$ cat src/source/ldpcPkg.sv
`default_nettype none

package ldpcPkg;

    typedef logic [12:0] busAddrT;
    typedef logic [31:0] busDataT;
    typedef logic [3:0]  byteStrbT;

    typedef logic [1:0]  codeRateT;
    typedef logic [1:0]  derandModeT;
    typedef logic [10:0] syncThresholdT;
    typedef logic [15:0] mantissaT;
    typedef logic [2:0]  exponentT;
    typedef logic [15:0] clkDivT;
    typedef logic [1:0]  syncStateT;
    typedef logic [1:0]  rotationT;

    // Register byte addresses. Bits 1:0 are ignored by the decoder.
    localparam busAddrT LDPC_CONTROL        = 13'h000;
    localparam busAddrT LDPC_INVERSE_MEAN   = 13'h004;
    localparam busAddrT LDPC_OUTPUT_CLK_DIV = 13'h008;
    localparam busAddrT LDPC_STATUS         = 13'h00C;

    // AXI response code for a completed transfer.
    localparam logic [1:0] RESP_OKAY = 2'b00;

    // Field layout (bits, write lane):
    //   CONTROL         codeRate              1:0    lane 0
    //   CONTROL         codeLength4096        3      lane 0
    //   CONTROL         derandMode            5:4    lane 0
    //   CONTROL         invertData            7      lane 0
    //   CONTROL         syncThreshold[7:0]    23:16  lane 2
    //   CONTROL         syncThreshold[10:8]   26:24  lane 3
    //   CONTROL         ldpcRun               31     lane 3
    //   INVERSE_MEAN    mantissa              15:0   lanes 0 and 1
    //   INVERSE_MEAN    exponent              18:16  lane 2
    //   OUTPUT_CLK_DIV  divider               15:0   lanes 0 and 1
    //   STATUS          syncState             1:0    read only
    //   STATUS          rotation              9:8    read only
    //   STATUS          ldpcReady             30     read only
    //   STATUS          inSync                31     read only
    // Every other bit reads as zero.

endpackage

`default_nettype wire
$ cat src/source/regBusIf.sv
`default_nettype none
`timescale 1ns/1ns

// Local register bus. A cycle with cs high and a nonzero wrStrb is a write,
// and with a zero wrStrb it is a read sampled at the end of the cycle.
interface regBusIf;

    logic              cs;
    ldpcPkg::byteStrbT wrStrb;
    ldpcPkg::busAddrT  addr;
    ldpcPkg::busDataT  wrData;
    ldpcPkg::busDataT  rdData;

    modport host (
        output cs,
        output wrStrb,
        output addr,
        output wrData,
        input  rdData
    );

    modport regs (
        input  cs,
        input  wrStrb,
        input  addr,
        input  wrData,
        output rdData
    );

endinterface

`default_nettype wire

$ cat src/source/ldpcCtrlTop.sv
`default_nettype none
`timescale 1ns/1ns

module ldpcCtrlTop (
    input  wire logic                   busClk,
    input  wire logic                   arstN,

    input  wire ldpcPkg::busAddrT       awaddr,
    input  wire logic                   awvalid,
    output logic                        awready,
    input  wire ldpcPkg::busDataT       wdata,
    input  wire ldpcPkg::byteStrbT      wstrb,
    input  wire logic                   wvalid,
    output logic                        wready,
    output logic [1:0]                  bresp,
    output logic                        bvalid,
    input  wire logic                   bready,
    input  wire ldpcPkg::busAddrT       araddr,
    input  wire logic                   arvalid,
    output logic                        arready,
    output ldpcPkg::busDataT            rdata,
    output logic [1:0]                  rresp,
    output logic                        rvalid,
    input  wire logic                   rready,

    input  wire logic                   inSync,
    input  wire logic                   ldpcReady,
    input  wire ldpcPkg::syncStateT     syncState,
    input  wire ldpcPkg::rotationT      rotation,

    output logic                        codeLength4096,
    output logic                        invertData,
    output logic                        ldpcRun,
    output ldpcPkg::codeRateT           codeRate,
    output ldpcPkg::derandModeT         derandMode,
    output ldpcPkg::syncThresholdT      syncThreshold,
    output ldpcPkg::mantissaT           inverseMeanMantissa,
    output ldpcPkg::exponentT           inverseMeanExponent,
    output ldpcPkg::clkDivT             outputEnClkDiv,
    output logic                        outputEn
);

    regBusIf regBus ();

    axiLiteSlave u_axiLiteSlave (
        .busClk  (busClk),
        .arstN   (arstN),
        .awaddr  (awaddr),
        .awvalid (awvalid),
        .awready (awready),
        .wdata   (wdata),
        .wstrb   (wstrb),
        .wvalid  (wvalid),
        .wready  (wready),
        .bresp   (bresp),
        .bvalid  (bvalid),
        .bready  (bready),
        .araddr  (araddr),
        .arvalid (arvalid),
        .arready (arready),
        .rdata   (rdata),
        .rresp   (rresp),
        .rvalid  (rvalid),
        .rready  (rready),
        .bus     (regBus.host)
    );

    ldpcRegs u_ldpcRegs (
        .busClk              (busClk),
        .arstN               (arstN),
        .bus                 (regBus.regs),
        .inSync              (inSync),
        .ldpcReady           (ldpcReady),
        .syncState           (syncState),
        .rotation            (rotation),
        .codeLength4096      (codeLength4096),
        .invertData          (invertData),
        .ldpcRun             (ldpcRun),
        .codeRate            (codeRate),
        .derandMode          (derandMode),
        .syncThreshold       (syncThreshold),
        .inverseMeanMantissa (inverseMeanMantissa),
        .inverseMeanExponent (inverseMeanExponent),
        .outputEnClkDiv      (outputEnClkDiv)
    );

    outputEnGen u_outputEnGen (
        .busClk         (busClk),
        .arstN          (arstN),
        .ldpcRun        (ldpcRun),
        .outputEnClkDiv (outputEnClkDiv),
        .outputEn       (outputEn)
    );

endmodule

`default_nettype wire

$ cat src/source/outputEnGen.sv
`default_nettype none
`timescale 1ns/1ns

module outputEnGen (
    input  wire logic            busClk,
    input  wire logic            arstN,
    input  wire logic            ldpcRun,
    input  wire ldpcPkg::clkDivT outputEnClkDiv,
    output logic                 outputEn
);

    ldpcPkg::clkDivT count;
    logic            armed;

    // The first running edge loads the divider, so the first pulse lands
    // divider+1 cycles after ldpcRun rises. After that the counter reloads
    // at zero, giving one pulse every divider+1 cycles.
    always_ff @(posedge busClk or negedge arstN) begin
        if (!arstN) begin
            count <= '0;
            armed <= 1'b0;
        end else if (!ldpcRun) begin
            count <= '0;
            armed <= 1'b0;
        end else if (!armed || count == '0) begin
            count <= outputEnClkDiv;
            armed <= 1'b1;
        end else begin
            count <= count - 1'b1;
        end
    end

    assign outputEn = ldpcRun & armed & (count == '0);

    runGateCheck: assert property (
        @(posedge busClk) disable iff (!arstN)
        outputEn |-> ldpcRun
    ) else $error("outputEn high while the decoder is stopped");

endmodule

`default_nettype wire

$ cat src/source/ldpcRegs.sv
`default_nettype none
`timescale 1ns/1ns

module ldpcRegs (
    input  wire logic                   busClk,
    input  wire logic                   arstN,

    regBusIf.regs                       bus,

    input  wire logic                   inSync,
    input  wire logic                   ldpcReady,
    input  wire ldpcPkg::syncStateT     syncState,
    input  wire ldpcPkg::rotationT      rotation,

    output logic                        codeLength4096,
    output logic                        invertData,
    output logic                        ldpcRun,
    output ldpcPkg::codeRateT           codeRate,
    output ldpcPkg::derandModeT         derandMode,
    output ldpcPkg::syncThresholdT      syncThreshold,
    output ldpcPkg::mantissaT           inverseMeanMantissa,
    output ldpcPkg::exponentT           inverseMeanExponent,
    output ldpcPkg::clkDivT             outputEnClkDiv
);

    ldpcPkg::busAddrT regAddr;

    // Word address only, byte offset bits are dropped.
    assign regAddr = {bus.addr[12:2], 2'b00};

    // Each lane only touches the fields that live in its byte.
    always_ff @(posedge busClk or negedge arstN) begin
        if (!arstN) begin
            codeRate            <= '0;
            codeLength4096      <= 1'b0;
            derandMode          <= '0;
            invertData          <= 1'b0;
            syncThreshold       <= '0;
            ldpcRun             <= 1'b0;
            inverseMeanMantissa <= '0;
            inverseMeanExponent <= '0;
            outputEnClkDiv      <= '0;
        end else if (bus.cs) begin
            case (regAddr)
                ldpcPkg::LDPC_CONTROL: begin
                    if (bus.wrStrb[0]) begin
                        codeRate       <= bus.wrData[1:0];
                        codeLength4096 <= bus.wrData[3];
                        derandMode     <= bus.wrData[5:4];
                        invertData     <= bus.wrData[7];
                    end
                    if (bus.wrStrb[2]) begin
                        syncThreshold[7:0] <= bus.wrData[23:16];
                    end
                    if (bus.wrStrb[3]) begin
                        syncThreshold[10:8] <= bus.wrData[26:24];
                        ldpcRun             <= bus.wrData[31];
                    end
                end
                ldpcPkg::LDPC_INVERSE_MEAN: begin
                    if (bus.wrStrb[0]) begin
                        inverseMeanMantissa[7:0] <= bus.wrData[7:0];
                    end
                    if (bus.wrStrb[1]) begin
                        inverseMeanMantissa[15:8] <= bus.wrData[15:8];
                    end
                    if (bus.wrStrb[2]) begin
                        inverseMeanExponent <= bus.wrData[18:16];
                    end
                end
                ldpcPkg::LDPC_OUTPUT_CLK_DIV: begin
                    if (bus.wrStrb[0]) begin
                        outputEnClkDiv[7:0] <= bus.wrData[7:0];
                    end
                    if (bus.wrStrb[1]) begin
                        outputEnClkDiv[15:8] <= bus.wrData[15:8];
                    end
                end
                default: begin
                end
            endcase
        end
    end

    always_comb begin
        bus.rdData = '0;
        if (bus.cs) begin
            case (regAddr)
                ldpcPkg::LDPC_CONTROL: begin
                    bus.rdData[1:0]   = codeRate;
                    bus.rdData[3]     = codeLength4096;
                    bus.rdData[5:4]   = derandMode;
                    bus.rdData[7]     = invertData;
                    bus.rdData[26:16] = syncThreshold;
                    bus.rdData[31]    = ldpcRun;
                end
                ldpcPkg::LDPC_INVERSE_MEAN: begin
                    bus.rdData[15:0]  = inverseMeanMantissa;
                    bus.rdData[18:16] = inverseMeanExponent;
                end
                ldpcPkg::LDPC_OUTPUT_CLK_DIV: begin
                    bus.rdData[15:0] = outputEnClkDiv;
                end
                ldpcPkg::LDPC_STATUS: begin
                    bus.rdData[1:0] = syncState;
                    bus.rdData[9:8] = rotation;
                    bus.rdData[30]  = ldpcReady;
                    bus.rdData[31]  = inSync;
                end
                default: begin
                end
            endcase
        end
    end

    strbCsCheck: assert property (
        @(posedge busClk) disable iff (!arstN)
        !bus.cs |-> bus.wrStrb == '0
    ) else $error("byte strobes active outside an access");

endmodule

`default_nettype wire

$ cat src/source/axiLiteSlave.sv
`default_nettype none
`timescale 1ns/1ns

module axiLiteSlave (
    input  wire logic              busClk,
    input  wire logic              arstN,

    input  wire ldpcPkg::busAddrT  awaddr,
    input  wire logic              awvalid,
    output logic                   awready,

    input  wire ldpcPkg::busDataT  wdata,
    input  wire ldpcPkg::byteStrbT wstrb,
    input  wire logic              wvalid,
    output logic                   wready,

    output logic [1:0]             bresp,
    output logic                   bvalid,
    input  wire logic              bready,

    input  wire ldpcPkg::busAddrT  araddr,
    input  wire logic              arvalid,
    output logic                   arready,

    output ldpcPkg::busDataT       rdata,
    output logic [1:0]             rresp,
    output logic                   rvalid,
    input  wire logic              rready,

    regBusIf.host                  bus
);

    logic wrAccept;
    logic rdAccept;

    // A write needs both address and data present, and the previous response
    // must have been taken. Writes win over a read in the same cycle.
    assign wrAccept = awvalid & wvalid & ~bvalid;
    assign rdAccept = arvalid & ~rvalid & ~wrAccept;

    assign awready = wrAccept;
    assign wready  = wrAccept;
    assign arready = rdAccept;

    assign bus.cs     = wrAccept | rdAccept;
    assign bus.wrStrb = wrAccept ? wstrb : '0;
    assign bus.addr   = wrAccept ? awaddr : araddr;
    assign bus.wrData = wdata;

    // Every transfer completes normally, mapped or not.
    assign bresp = ldpcPkg::RESP_OKAY;
    assign rresp = ldpcPkg::RESP_OKAY;

    always_ff @(posedge busClk or negedge arstN) begin
        if (!arstN) begin
            bvalid <= 1'b0;
        end else if (wrAccept) begin
            bvalid <= 1'b1;
        end else if (bready) begin
            bvalid <= 1'b0;
        end
    end

    always_ff @(posedge busClk or negedge arstN) begin
        if (!arstN) begin
            rvalid <= 1'b0;
        end else if (rdAccept) begin
            rvalid <= 1'b1;
        end else if (rready) begin
            rvalid <= 1'b0;
        end
    end

    // The register block answers combinationally during the read cycle.
    always_ff @(posedge busClk or negedge arstN) begin
        if (!arstN) begin
            rdata <= '0;
        end else if (rdAccept) begin
            rdata <= bus.rdData;
        end
    end

    bHoldCheck: assert property (
        @(posedge busClk) disable iff (!arstN)
        bvalid && !bready |=> bvalid
    ) else $error("bvalid dropped before bready");

    rHoldCheck: assert property (
        @(posedge busClk) disable iff (!arstN)
        rvalid && !rready |=> rvalid && $stable(rdata)
    ) else $error("read response changed before rready");

endmodule

`default_nettype wire

$ cat config.mk
export PLATFORM = sky130hd
export DESIGN_NAME = ldpcCtrlTop
export DESIGN_NICKNAME = d
export VERILOG_FILES = /design/src/source/ldpcPkg.sv /design/src/source/regBusIf.sv /design/src/source/ldpcCtrlTop.sv /design/src/source/outputEnGen.sv /design/src/source/ldpcRegs.sv /design/src/source/axiLiteSlave.sv
export SDC_FILE = /design/constraint.sdc
export NUM_CORES = 1
export LEC_CHECK = 0
export BUFFER_PORTS_ARGS = -buffer_cell sky130_fd_sc_hd__clkbuf_2
export CORE_MARGIN = 2
export CORE_UTILIZATION = 40
export CTS_BUF_LIST = sky130_fd_sc_hd__clkbuf_4
export DETAILED_ROUTE_END_ITERATION = 12
export PLACE_DENSITY = 0.73
export REMOVE_ABC_BUFFERS = 1
export SYNTH_ARGS = -nofsm -noshare
export SYNTH_HDL_FRONTEND = slang
export SYNTH_SLANG_ARGS = --single-unit
$ cat constraint.sdc
create_clock -name busClk -period 4.1 [get_ports busClk]
set_input_delay 0.82 -clock busClk [delete_from_list [all_inputs] [get_ports busClk]]
set_output_delay 0.82 -clock busClk [all_outputs]
set_load 0.01 [all_outputs]
# After elaboration in Yosys (flattened, before gate mapping)
# Cells that the tools add are included.
op_classes:
  n_addsub: 1
  eq_ne: 4
  muxes: 23
  bitwise: 10
  n_reduce_logical: 14
op_table:
  columns: ["op", "n"]
  rows:
  - ["$mux W16", 2]
  - ["$mux W27", 1]
  - ["$reduce_and A3 Y1", 8]
  - ["$eq A11 B2 Y1 const B", 2]
  - ["$logic_not A16 Y1", 1]
  - ["$sub A16 B1 Y16 const B", 1]
  - ["$logic_not A13 Y1", 1]
  - ["$mux W13", 1]
  - ["$pmux W6 S2", 1]
  - ["$eq A11 B1 Y1 const B", 1]
  - ["$pmux W3 S3", 1]
  - ["$mux W8", 1]
  - ["$pmux W2 S4", 1]
  - ["$mux W1", 7]
  - ["$and A1 B1 Y1", 6]
  - ["$pmux W1 S2", 3]
  - ["$pmux W2 S3", 1]
  - ["$pmux W3 S2", 1]
  - ["$mux W4", 1]
  - ["$reduce_bool A2 Y1", 2]
  - ["$not A1 Y1", 3]
  - ["$pmux W1 S3", 1]
  - ["$mux W2", 1]
  - ["$ne A2 B1 Y1 const B", 1]
  - ["3 further kinds", 3]
word_totals:
  ff_bits: 101
  inputBits: 75
  word_cells: 69

# Longest topological paths before layout
depth:
  word_depth: 6
  mapped_depth: 7
  mapped_depth_nobuf: 6

# Hierarchy
# From an unflattened synthesis, not the netlist that was laid out.
hier_totals:
  cells_unflattened: 452
  hier_area_um2: 5741.8
modules_own_cells:
  columns: ["mod", "instances", "cells_each", "area_per_inst_um2", "seq_area_each_um2"]
  rows:
  - ["ldpcRegs", 1, 208, 2661.3, 1326.3]
  - ["axiLiteSlave", 1, 135, 1973.1, 850.8]
  - ["outputEnGen", 1, 109, 1107.3, 425.4]

# Least setup slack after synthesis
# OpenSTA, ideal clock, no wires.
synth_timing:
  path_kind: "flip-flop to output port"
  from: "register u_outputEnGen.count[4]"
  to: "output outputEn"
  arrival_ns: 1.765
  t_required_ns: 3.280
  setup_slack_ns: 1.515
  stages_incl_launch_ff: 6
  path_buffers: 1
  cell_sequence: "dfrtp_1 nor4_1 clkbuf_1 nor4bb_1 nand4b_1 nor3_1"
synth_via:
  elab_chain_len: 2
synth_lines:
  columns: ["element", "line_no", "text"]
  rows:
  - ["start: declaration", "outputEnGen.sv:12", "ldpcPkg::clkDivT count;"]
  - ["start signal: assignment", "outputEnGen.sv:26", "count <= outputEnClkDiv;"]
  - ["start signal: assignment", "outputEnGen.sv:29", "count <= count - 1'b1;"]
  - ["$logic_not A16 Y1", "outputEnGen.sv:33", "assign outputEn = ldpcRun & armed & (count == '0);"]
  - ["$and A1 B1 Y1", "outputEnGen.sv:33", null]
  - ["end: declaration", "ldpcCtrlTop.sv:40", "output logic outputEn"]
# Every way passes these cells.

# Worst setup path after layout
layout_timing:
  from: "register u_outputEnGen.count[8]"
  to: "output outputEn"
# Same word-level chain as after synthesis.

==> results.toml <==
[routing]
vias = 3823
drc = 0
ant_nets = 0
drt_wl_total_mm = 12.6
detail_route.wl_per_cell_um = 18.2
drtIter0Drc = 217
avgViaCountPerCell = 5.51
first_pass_iters = 4

[worst_setup_path]
crit_chain = "nor4_2 > nor4bb_1 > nand4b_1 > nor3_1 > clkbuf_2"
critPathRequiredTime_ns = 3.28
crit_arrival_ns = 2.30
critPathCaptureType = "primary output"
cp-start-kind = "flop"
crit_path_top_delay_cell = "nor4_2"
worstPathMaxFanout = 9
path_delay_family = "simple AND/OR/NAND/NOR gates"
slowest_delay_ns = 0.64
path_class = "flop to primary output"
cp_num_buf_inv = 1

[floorplanning]
die_y_um = 113
design.die.area_sq_um = 12700
row_count = 39
die_w_um = 113
initial_utilization = 0.412
core_sq_um = 11500
io_pins = 170

[synth]
seq_area_frac_synth = 0.535
synthCells = 392
async_flop_share = 1.00
synth-seq-cells = 101
yosys.area_share.simple = 0.116
synth.area.mux_share = 0.166
yosysWarnings = 0
synth-main-ff-cell = "dfrtp_1"
avgSynthCellArea_sq_um = 12.1
synth_cell_types = 48
synthAdderAreaFrac = 0.00530
syn_area_sq_um = 4720
synth_enable_flop_cells = 0
synth_top_family_by_area = "multiplexers"
synth-xor-area-share = 0.0204
synth_compound_area_frac = 0.108

[final_layout]
layout-drive-gt1-share = 0.446
area_growth_pct = 22.2
layout.cells.most_common = "clkbuf_2"
nets = 623
diodes = 0
design_area_sq_um = 5770
layout_common_cells = "clkbuf_2 (153), dfrtp_1 (101), mux2_2 (55), inv_1 (30), nand2_1 (28)"

[clock_network]
cts-hold-fix-buffers = 0
cts_setup_buffers = 0
clock-sinks = 101
cts_htree_levels = 3
cts-resized-gates = 0
cts.clk_slew.worst_paths_ns = 0.16
clk_path_buf_depth = 2
insertion_delay_ns = 0.45
cts-buffers-inserted = 9
root_buffer = "clkbuf_4"
cts_tree = "done"

[placement]
place_congestion = 0.852
placed_area_sq_um = 5630
dpl.hpwl_mm = 9.52
io_buffers = 154

[timing]
worst_pin_slew_ns = 0.916
grt_setup_unrepaired = "false"
fmaxAchievable_mhz = 320
drv_slew = 0
setup_viol = 0
skew_ns = 0.0181
layout_worst_path_cycle_share = 0.762
min_period_ns = 3.12
fin_setup_tns_ns = 0
relSlewSlack = 0.387
hold_viol = 0

[outcome]
outcome = "finished, final reports clean"

[global_route]
grt_pass1_vias = 4026
grtUsageTotal = 0.203
grt_max_degree = 57
grt_pass1_wl_mm = 20.4
grt_overflow_total = 0
antenna_found_initial = 0

[power]
ir_worst_vdd_mv = 0.203
p_leak_nw = 3.04
power.total_mw = 1.67
p_per_area_nw_per_um2 = 289

[hold_path]
hold_class = "input port to asynchronous set/reset pin"

[run]
maxCapViolCount = 0
cell type report:
cell class	count	area, sq um
fill	1028	5700
timing repair buffer	159	811
clock buffer	10	75.1
multi-input combinational	244	1990
sequential	101	2530
inverter	31	116
tap	143	179
clock inverter	6	70.1
state kept, by name (all words and copies together) (netlist names), 2 cells and up:
name                            count
u_axiLiteSlave.rdata               29
u_ldpcRegs.codeRate                 2
u_ldpcRegs.inverseMeanExponent      3
u_outputEnGen.count                16
u_ldpcRegs.derandMode               2
u_ldpcRegs.syncThreshold           11
u_ldpcRegs.outputEnClkDiv          16
u_ldpcRegs.inverseMeanMantissa     16
metrics by stage:
stage / cells / hold WS (ns) / util / setup WS [ns]
global route: 694 / 0.395 / 0.503 / 0.793
global placement: 678 / 0.459 / 0.491 / 0.900
finish: 694 / 0.384 / 0.503 / 0.976
detailed placement: 678 / 0.478 / 0.491 / 0.799
floorplan: 376 / 0.488 / - / 1.15
CTS: 694 / 0.392 / 0.503 / 0.968
synth_stat cells (all sizes together) (2+ instances only):
library cell / number / area [sq um]
inv: 31 / 116
a22o: 10 / 87.6
nor4: 6 / 73.8
mux2: 55 / 619
and2: 2 / 12.5
nor2: 8 / 30.0
nand3b: 3 / 35.0
o21ai: 6 / 30.0
xor2: 9 / 78.8
nand4b: 5 / 43.8
nand3: 7 / 35.0
or4: 3 / 30.0
nor3: 7 / 40.0
nand2: 28 / 105
nand4: 7 / 50.1
o221ai: 14 / 123
dfrtp: 101 / 2530
a211oi: 11 / 82.6
mux4: 2 / 45.0
nor4b: 3 / 32.5
clkbuf: 13 / 48.8
a21oi: 17 / 85.1
mux2i: 12 / 120
xnor2: 2 / 17.5
or3: 2 / 12.5
ha: 2 / 25.0
o31ai: 4 / 30.0
a311oi: 2 / 17.5
and4: 2 / 17.5
buf: 9 / 65.1
routing by layer:
metal | global-route usage | part of all wire | vias to the layer above
met2 | 0.349 | 0.51 | 169
li1 | - | - | 1723
met5 | 0 | 0 | -
met1 | 0.245 | 0.40 | 1914
met4 | 0.0610 | 0.016 | 0
met3 | 0.0616 | 0.080 | 17
worst register-to-register path, cell delays in order, from the launching register on:
cell	delay [ns]
dfrtp_1	0.44
nand3b_4	0.19
inv_2	0.20
nand4_2	0.35
nor3_2	0.77
mux2_2	0.41
path summary, 6_finish.rpt:
path	start	to	slack, ns	cells past startpoint
setup / recovery	u_outputEnGen.count[8]	outputEn	0.98	5
hold / removal	arstN	u_ldpcRegs.syncThreshold[9]	0.38	1
setup reg to reg	u_axiLiteSlave.bvalid	u_ldpcRegs.inverseMeanMantissa[9]	1.63	5
hold reg to reg	u_axiLiteSlave.rdata[16]	u_axiLiteSlave.rdata[16]	0.51	2
max in group asynchronous	arstN	u_axiLiteSlave.rdata[23]	2.83	2
min in group busClk	u_axiLiteSlave.rdata[16]	u_axiLiteSlave.rdata[16]	0.51	2
power breakdown:
group / leakage (nW) / total (mW) / switching [mW] / internal, mW
registers: 1.41 / 1.00 / 0.00304 / 1.00
clock network: 0.0696 / 0.542 / 0.344 / 0.197
logic: 1.56 / 0.125 / 0.0792 / 0.0455
total: 3.04 / 1.67 / 0.427 / 1.24
cell families (layout without fill, tap and decap cells):
family                     count (synthesis)  count (layout)
AOI/OAI and AO/OA                         68              68
xor gates and xnor gates                  11              11
adders and majority gates                  2               2
buffers and inverters                     53             206
DFF                                      101             101
muxes                                     69              69
other                                      1               7
and+or+nand+nor                           87              87
(Power assumes the default switching activity.)
